$ cat src/logic/warp_issue_pkg.sv
`default_nettype none

package warp_issue_pkg;

    localparam int num_warps   = 4;
    localparam int num_threads = 4;
    localparam int num_regs    = 32;  // r0 is hardwired, never tracked

    localparam int warp_w = $clog2(num_warps);
    localparam int reg_w  = $clog2(num_regs);
    localparam int tag_w  = 8;

    typedef logic [num_threads-1:0] thread_mask_t;

    typedef struct packed {
        logic [warp_w-1:0] warp;
        logic [reg_w-1:0]  rd;
        logic [reg_w-1:0]  rs1;
        logic [reg_w-1:0]  rs2;
        logic              uses_rs2;
        logic              writes_rd;
        logic              is_mem;   // else exec
        thread_mask_t      mask;
        logic [tag_w-1:0]  tag;
    } instr_t;

    typedef struct packed {
        logic [warp_w-1:0] warp;
        logic [reg_w-1:0]  rd;
        logic              writes_rd;
        thread_mask_t      mask;     // threads finished by this writeback
        logic [tag_w-1:0]  tag;
    } wb_t;

endpackage

`default_nettype wire

$ cat src/logic/issue_ifs.sv
`timescale 1ns/1ps
`default_nettype none

interface issue_if;

    logic                    valid;
    warp_issue_pkg::instr_t  instr;
    logic                    stall;  // from the scoreboard, same cycle

    modport buffer (
        output valid,
        output instr,
        input  stall
    );

    modport scoreboard (
        input  valid,
        input  instr,
        output stall
    );

    // functional unit side, qualified by is_mem at the top level
    modport sink (
        input valid,
        input instr,
        input stall
    );

endinterface

interface wb_if;

    logic               valid;
    warp_issue_pkg::wb_t wb;

    modport source (
        output valid,
        output wb
    );

    modport sink (
        input valid,
        input wb
    );

endinterface

`default_nettype wire

$ cat src/logic/fu_pipe.sv
`timescale 1ns/1ps
`default_nettype none

module fu_pipe #(
    parameter type payload_t = logic [7:0],
    parameter int  latency   = 2
) (
    input  logic     clk,
    input  logic     reset,
    input  logic     in_valid,
    input  payload_t in_data,
    output logic     busy,
    output logic     out_valid,
    output payload_t out_data,
    input  logic     out_ready
);

    logic [latency-1:0] stage_valid;
    payload_t           stage_data [latency];
    logic [latency-1:0] move;  // stage i may load this cycle

    // free slots ripple back from the output end
    always_comb begin
        move[latency-1] = !stage_valid[latency-1] || out_ready;
        for (int i = latency - 2; i >= 0; i--) begin
            move[i] = !stage_valid[i] || move[i+1];
        end
    end

    assign busy      = !move[0];
    assign out_valid = stage_valid[latency-1];
    assign out_data  = stage_data[latency-1];

    always_ff @(posedge clk) begin
        if (reset) begin
            stage_valid <= '0;
        end else begin
            if (move[0]) begin
                stage_valid[0] <= in_valid;
            end
            for (int i = 1; i < latency; i++) begin
                if (move[i]) begin
                    stage_valid[i] <= stage_valid[i-1];
                end
            end
        end
    end

    always_ff @(posedge clk) begin
        if (move[0]) begin
            stage_data[0] <= in_data;
        end
        for (int i = 1; i < latency; i++) begin
            if (move[i]) begin
                stage_data[i] <= stage_data[i-1];
            end
        end
    end

endmodule

`default_nettype wire

$ cat src/logic/issue_buffer.sv
`timescale 1ns/1ps
`default_nettype none

module issue_buffer (
    input  logic                   clk,
    input  logic                   reset,
    input  logic                   in_valid,
    input  warp_issue_pkg::instr_t in_instr,
    output logic                   in_ready,
    issue_if.buffer                issue
);

    logic                   full;
    warp_issue_pkg::instr_t held;
    logic                   issue_fire;

    assign issue_fire  = full && !issue.stall;
    assign in_ready    = !full || issue_fire;  // refill in the cycle it leaves
    assign issue.valid = full;
    assign issue.instr = held;

    always_ff @(posedge clk) begin
        if (reset) begin
            full <= 1'b0;
        end else if (in_valid && in_ready) begin
            full <= 1'b1;
        end else if (issue_fire) begin
            full <= 1'b0;
        end
    end

    always_ff @(posedge clk) begin
        if (in_valid && in_ready) begin
            held <= in_instr;
        end
    end

    a_hold_stable: assert property (@(posedge clk) disable iff (reset)
        (issue.valid && issue.stall) |=> (issue.valid && $stable(issue.instr)));

endmodule

`default_nettype wire

$ cat src/logic/warp_issue_top.sv
`timescale 1ns/1ps
`default_nettype none

module warp_issue_top #(
    parameter int exec_latency = 2,
    parameter int mem_latency  = 4
) (
    input  logic                                   clk,
    input  logic                                   reset,
    input  logic                                   in_valid,
    input  logic [warp_issue_pkg::warp_w-1:0]      in_warp,
    input  logic [warp_issue_pkg::reg_w-1:0]       in_rd,
    input  logic [warp_issue_pkg::reg_w-1:0]       in_rs1,
    input  logic [warp_issue_pkg::reg_w-1:0]       in_rs2,
    input  logic                                   in_uses_rs2,
    input  logic                                   in_writes_rd,
    input  logic                                   in_is_mem,
    input  logic [warp_issue_pkg::num_threads-1:0] in_mask,
    input  logic [warp_issue_pkg::tag_w-1:0]       in_tag,
    output logic                                   in_ready,
    output logic                                   wb_valid,
    output logic [warp_issue_pkg::warp_w-1:0]      wb_warp,
    output logic [warp_issue_pkg::reg_w-1:0]       wb_rd,
    output logic [warp_issue_pkg::num_threads-1:0] wb_mask,
    output logic [warp_issue_pkg::tag_w-1:0]       wb_tag,
    output logic                                   idle
);

    issue_if issue_bus ();
    wb_if    wb_bus ();

    warp_issue_pkg::instr_t in_instr;
    warp_issue_pkg::wb_t    issue_wb;
    warp_issue_pkg::wb_t    exec_out;
    warp_issue_pkg::wb_t    mem_out;
    logic issue_fire;
    logic mem_busy;
    logic exec_out_valid;
    logic exec_out_ready;
    logic mem_out_valid;
    logic mem_out_ready;

    assign in_instr = '{warp: in_warp, rd: in_rd, rs1: in_rs1, rs2: in_rs2,
                        uses_rs2: in_uses_rs2, writes_rd: in_writes_rd,
                        is_mem: in_is_mem, mask: in_mask, tag: in_tag};

    assign issue_fire = issue_bus.valid && !issue_bus.stall;
    assign issue_wb   = '{warp: issue_bus.instr.warp, rd: issue_bus.instr.rd,
                          writes_rd: issue_bus.instr.writes_rd,
                          mask: issue_bus.instr.mask, tag: issue_bus.instr.tag};

    issue_buffer u_buffer (
        .clk      (clk),
        .reset    (reset),
        .in_valid (in_valid),
        .in_instr (in_instr),
        .in_ready (in_ready),
        .issue    (issue_bus.buffer)
    );

    warp_scoreboard u_scoreboard (
        .clk      (clk),
        .reset    (reset),
        .issue    (issue_bus.scoreboard),
        .wb       (wb_bus.sink),
        .mem_busy (mem_busy),
        .idle     (idle)
    );

    fu_pipe #(.payload_t(warp_issue_pkg::wb_t), .latency(exec_latency)) exec_pipe (
        .clk       (clk),
        .reset     (reset),
        .in_valid  (issue_fire && !issue_bus.instr.is_mem),
        .in_data   (issue_wb),
        .busy      (),
        .out_valid (exec_out_valid),
        .out_data  (exec_out),
        .out_ready (exec_out_ready)
    );

    fu_pipe #(.payload_t(warp_issue_pkg::wb_t), .latency(mem_latency)) mem_pipe (
        .clk       (clk),
        .reset     (reset),
        .in_valid  (issue_fire && issue_bus.instr.is_mem),
        .in_data   (issue_wb),
        .busy      (mem_busy),
        .out_valid (mem_out_valid),
        .out_data  (mem_out),
        .out_ready (mem_out_ready)
    );

    wb_arbiter u_arbiter (
        .exec_valid (exec_out_valid),
        .exec_data  (exec_out),
        .exec_ready (exec_out_ready),
        .mem_valid  (mem_out_valid),
        .mem_data   (mem_out),
        .mem_ready  (mem_out_ready),
        .wb         (wb_bus.source)
    );

    assign wb_valid = wb_bus.valid;
    assign wb_warp  = wb_bus.wb.warp;
    assign wb_rd    = wb_bus.wb.rd;
    assign wb_mask  = wb_bus.wb.mask;
    assign wb_tag   = wb_bus.wb.tag;

endmodule

`default_nettype wire

$ cat src/logic/warp_scoreboard.sv
`timescale 1ns/1ps
`default_nettype none

module warp_scoreboard (
    input  logic        clk,
    input  logic        reset,
    issue_if.scoreboard issue,
    wb_if.sink          wb,
    input  logic        mem_busy,
    output logic        idle
);

    localparam int nw    = warp_issue_pkg::num_warps;
    localparam int nr    = warp_issue_pkg::num_regs;
    localparam int cnt_w = $clog2(nw * nr) + 1;

    warp_issue_pkg::thread_mask_t pend_mask [nw][nr];  // threads still owing a write
    logic [cnt_w-1:0]             outstanding;

    warp_issue_pkg::instr_t       ins;
    warp_issue_pkg::wb_t          wbr;
    warp_issue_pkg::thread_mask_t wb_cur;
    warp_issue_pkg::thread_mask_t wb_left;
    logic rs1_hit;
    logic rs2_hit;
    logic rd_hit;
    logic pending_hit;
    logic issue_fire;
    logic issue_set;
    logic wb_apply;
    logic wb_done;

    assign ins = issue.instr;
    assign wbr = wb.wb;

    assign rs1_hit = (ins.rs1 != '0) && (pend_mask[ins.warp][ins.rs1] != '0);
    assign rs2_hit = ins.uses_rs2 && (ins.rs2 != '0) && (pend_mask[ins.warp][ins.rs2] != '0);
    assign rd_hit  = (ins.rd != '0) && (pend_mask[ins.warp][ins.rd] != '0);  // WAW
    assign pending_hit = rs1_hit || rs2_hit || rd_hit;

    assign issue.stall = issue.valid && (pending_hit || (ins.is_mem && mem_busy));

    assign issue_fire = issue.valid && !issue.stall;
    assign issue_set  = issue_fire && ins.writes_rd && (ins.rd != '0) && (ins.mask != '0);

    assign wb_apply = wb.valid && wbr.writes_rd && (wbr.rd != '0) && (wbr.mask != '0);
    assign wb_cur   = pend_mask[wbr.warp][wbr.rd];
    assign wb_left  = wb_cur & ~wbr.mask;
    assign wb_done  = wb_apply && (wb_cur != '0) && (wb_left == '0);  // last thread retired

    assign idle = (outstanding == '0);

    always_ff @(posedge clk) begin
        if (reset) begin
            for (int w = 0; w < nw; w++) begin
                for (int r = 0; r < nr; r++) begin
                    pend_mask[w][r] <= '0;
                end
            end
            outstanding <= '0;
        end else begin
            if (wb_apply) begin
                pend_mask[wbr.warp][wbr.rd] <= wb_left;
            end
            if (issue_set) begin
                pend_mask[ins.warp][ins.rd] <= ins.mask;  // issue wins over a same-cycle wb
            end

            if (issue_set && !wb_done) begin
                outstanding <= outstanding + 1'b1;
            end else if (wb_done && !issue_set) begin
                outstanding <= outstanding - 1'b1;
            end
        end
    end

    // a writeback has to belong to an instruction that was issued earlier
    a_wb_pending: assert property (@(posedge clk) disable iff (reset)
        wb_apply |-> (wb_cur != '0));

    a_no_underflow: assert property (@(posedge clk) disable iff (reset)
        (wb_done && !issue_set) |-> (outstanding != '0));

endmodule

`default_nettype wire

$ cat src/logic/wb_arbiter.sv
`timescale 1ns/1ps
`default_nettype none

module wb_arbiter (
    input  logic                exec_valid,
    input  warp_issue_pkg::wb_t exec_data,
    output logic                exec_ready,
    input  logic                mem_valid,
    input  warp_issue_pkg::wb_t mem_data,
    output logic                mem_ready,
    wb_if.source                wb
);

    logic exec_grant;
    logic mem_grant;

    assign exec_ready = 1'b1;         // exec never waits
    assign mem_ready  = !exec_valid;  // memory takes leftover slots

    assign exec_grant = exec_valid && exec_ready;
    assign mem_grant  = mem_valid && mem_ready;

    assign wb.valid = exec_grant || mem_grant;
    assign wb.wb    = exec_grant ? exec_data : mem_data;

endmodule

`default_nettype wire

$ cat config.mk
export PLATFORM = sky130hd
export DESIGN_NAME = warp_issue_top
export DESIGN_NICKNAME = d
export VERILOG_FILES = /design/src/logic/warp_issue_pkg.sv /design/src/logic/issue_ifs.sv /design/src/logic/fu_pipe.sv /design/src/logic/issue_buffer.sv /design/src/logic/warp_issue_top.sv /design/src/logic/warp_scoreboard.sv /design/src/logic/wb_arbiter.sv
export SDC_FILE = /design/constraint.sdc
export NUM_CORES = 2
export LEC_CHECK = 0
export BUFFER_PORTS_ARGS = -buffer_cell sky130_fd_sc_hd__buf_2
export CAP_MARGIN = 20
export CORE_MARGIN = 5
export CORE_UTILIZATION = 69
export DETAILED_ROUTE_END_ITERATION = 8
export MAX_ROUTING_LAYER = met4
export PLACE_DENSITY_LB_ADDON = 0.08
export SETUP_SLACK_MARGIN = 0.1
export SYNTH_ARGS = -nofsm -noshare
export SYNTH_HDL_FRONTEND = slang
export SYNTH_HIERARCHICAL = 1
export SYNTH_SLANG_ARGS = --single-unit
$ cat constraint.sdc
create_clock -name clk -period 17.05 [get_ports clk]
set_clock_uncertainty 0.1 [all_clocks]
set_input_delay 0 -clock clk [delete_from_list [all_inputs] [get_ports clk]]
set_output_delay 0 -clock clk [all_outputs]
set_load 0.02 [all_outputs]
==> metrics <==
cells along the critical path=mux2_8, buf_4, buf_4, mux4_2, mux4_2, a21oi_1, nand3_1, nor3_1, or2_4, nand4_1, ha_1, inv_1, ha_1, a21o_1, a21oi_1, o21bai_1, a21oi_1, o21bai_1, a21oi_1, xnor2_1, or3_1, a21oi_1; Power per Cell Area=98.1 nW/µm²; CTS Buf Count=71; Fin. Hold Viols=0; Die W=246 µm; Synth warnings=6; # rows=86; Max-cap violations=0; failing checks=DRC; Pleak=12.5 nW; I/O Buffers=56; Syn Std Cell Area=38500 µm²; Final Non-Filler Cells=3853; WL final=137 mm; initial antenna violation count=3; hold buffer count at CTS=56; first-pass GRT wire length=201 mm; Nets=3091; ratio of cells with drive above 1 in the final layout=0.149; Max Fclk=0.124 GHz; setup repair after global routing missed its margin=false; placed wire-length estimate=83.7 mm; H-tree depth=3; status=finished with violations; Synth Instances=3163; GRT Resource Usage Total=0.456; Rel. slew slack=0.0181; global placement routability congestion=1.07; Ports=57; total global routing overflow=0; clk sinks=679; worst-margin pin slew=1.47 ns; clock latency on the worst-skew pair=0.64 ns; syn_area_per_cell=12.2 µm²; Arrival @ worst endpoint=8.51 ns; Root Buffer=clkbuf_16; setup TNS=0 ns; CTS tree=yes; Via-to-Cell Ratio=8.56; placed cells=3664; Worst VDD drop=0.0791 mV; pre-CTS WS=9.17 ns; crit-path max FO=58; Post-CTS Setup Bufs=0; total vias in the final route=33000; Critical Path End Type=flop; Die Ht=246 µm; most frequent CP cell=a21oi_1; drt drc=9; worst setup path category=reg2reg; period utilization=0.472; setup ws final=9.00 ns; largest net degree at the start of global routing=265; wire per inst=35.6 µm; Layout area overhead=7.08%; Pre-antenna DRT Iters=9; Starting Density=0.698; DR iter-0 viols=6377; WP data required=17.51 ns; Hold WC Path Type=in2reg; number of global-route vias before repair=31200; final setup fails=0; die area=60700 µm²; Setup crit start kind=flop; Routed Antenna Nets=0; pins over their slew limit=0; Crit path largest cell delay=0.85 ns; CTS max path bufs=3; Worst-path clk slew=0.06 ns; core box area=55200 µm²; # resized after CTS=0; Period minus WS final=8.05 ns; Slowest-stage cell, CP=buf_4
## metal layers
metal  share of wire  global-route usage  vias up
li1                -                   -    12900
met1            0.31               0.570    15400
met2            0.43               0.653     3774
met3            0.18               0.158      905
met4           0.079               0.266        0
met5               0                   -        -
## cells in the final DEF, fill, tap and decap left out, types with 11 or more instances in the layout
cell,n
edfxtp_1,664
o32ai_1,499
nand2_1,309
nor2_1,228
mux4_2,195
a21oi_1,189
o21ai_0,141
nor3_1,77
clkbuf_16,72
dlygate4sd3_1,57
buf_2,55
nor4_1,52
buf_4,48
nand3_1,40
mux2i_1,31
a211oi_1,24
clkbuf_1,22
mux2_2,21
inv_1,18
conb_1,17
nand2b_1,16
a22oi_1,16
dfxtp_1,15
nand4_1,15
clkinv_1,12
a2111oi_0,12
a32oi_1,11
or3_1,11
## final cells by class
| class | instances | area [µm²] |
|---|---|---|
| flip-flops and latches | 679 | 20200 |
| multi-input cells | 2106 | 16500 |
| fillers | 3581 | 13900 |
| clock buffers | 97 | 1930 |
| repair buffers | 166 | 1320 |
| well taps | 748 | 936 |
| clock inverters | 29 | 275 |
| inverters | 24 | 90.1 |
| diodes | 4 | 10.0 |
## worst paths after layout
| check | from | to | slack [ns] | cells after the start |
|---|---|---|---|---|
| min | in_mask[0] | u_buffer/issue.instr[8]$_DFFE_PP_ | 0.009 | 2 |
| max reg2reg | exec_pipe/stage_valid[1]$_SDFFE_PP0P_ | u_scoreboard/outstanding[7]$_SDFFE_PP0P_ | 9.00 | 22 |
| max | exec_pipe/stage_valid[1]$_SDFFE_PP0P_ | u_scoreboard/outstanding[7]$_SDFFE_PP0P_ | 9.00 | 22 |
| min reg2reg | mem_pipe/stage_data[2][18]$_DFFE_PP_ | mem_pipe/stage_data[3][18]$_DFFE_PP_ | 0.31 | 0 |
## registers in the layout (all words and copies together), names as in the netlist
name	cells
mem_pipe/stage_data	80
u_buffer/issue.valid	1
exec_pipe/stage_data	40
exec_pipe/stage_valid	2
mem_pipe/stage_valid	4
u_buffer/issue.instr	32
u_scoreboard/outstanding	8
u_scoreboard/pend_mask	512
## worst max-delay path: cells and delay by family (launching register included)
kind / cells / cell delay, ns
muxes: 3 / 1.67
DFF: 1 / 0.33
and+or+nand+nor: 5 / 1.70
xor gates and xnor gates: 1 / 0.10
AOI/OAI and AO/OA: 8 / 1.40
adders and majority gates: 2 / 0.73
buffers and inverters: 3 / 1.71
## stage by stage
step	hold slack (ns)	power [mW]	util	cell area, µm²
final	0.00886	4.05	0.748	41300
after global routing	0.00486	4.12	0.748	41300
after CTS	0.00306	4.00	0.746	41200
after global placement	0.0765	2.51	0.696	38400
after detailed placement	0.0782	2.52	0.696	38400
after floorplan	-0.0309	2.35	-	38600
## report_power, final
part | internal (mW) | switching [mW]
Sequential | 1.90 | 0.0550
Clock | 0.843 | 0.667
Combinational | 0.179 | 0.406
Total | 2.92 | 1.13
(Power assumes the default switching activity.)
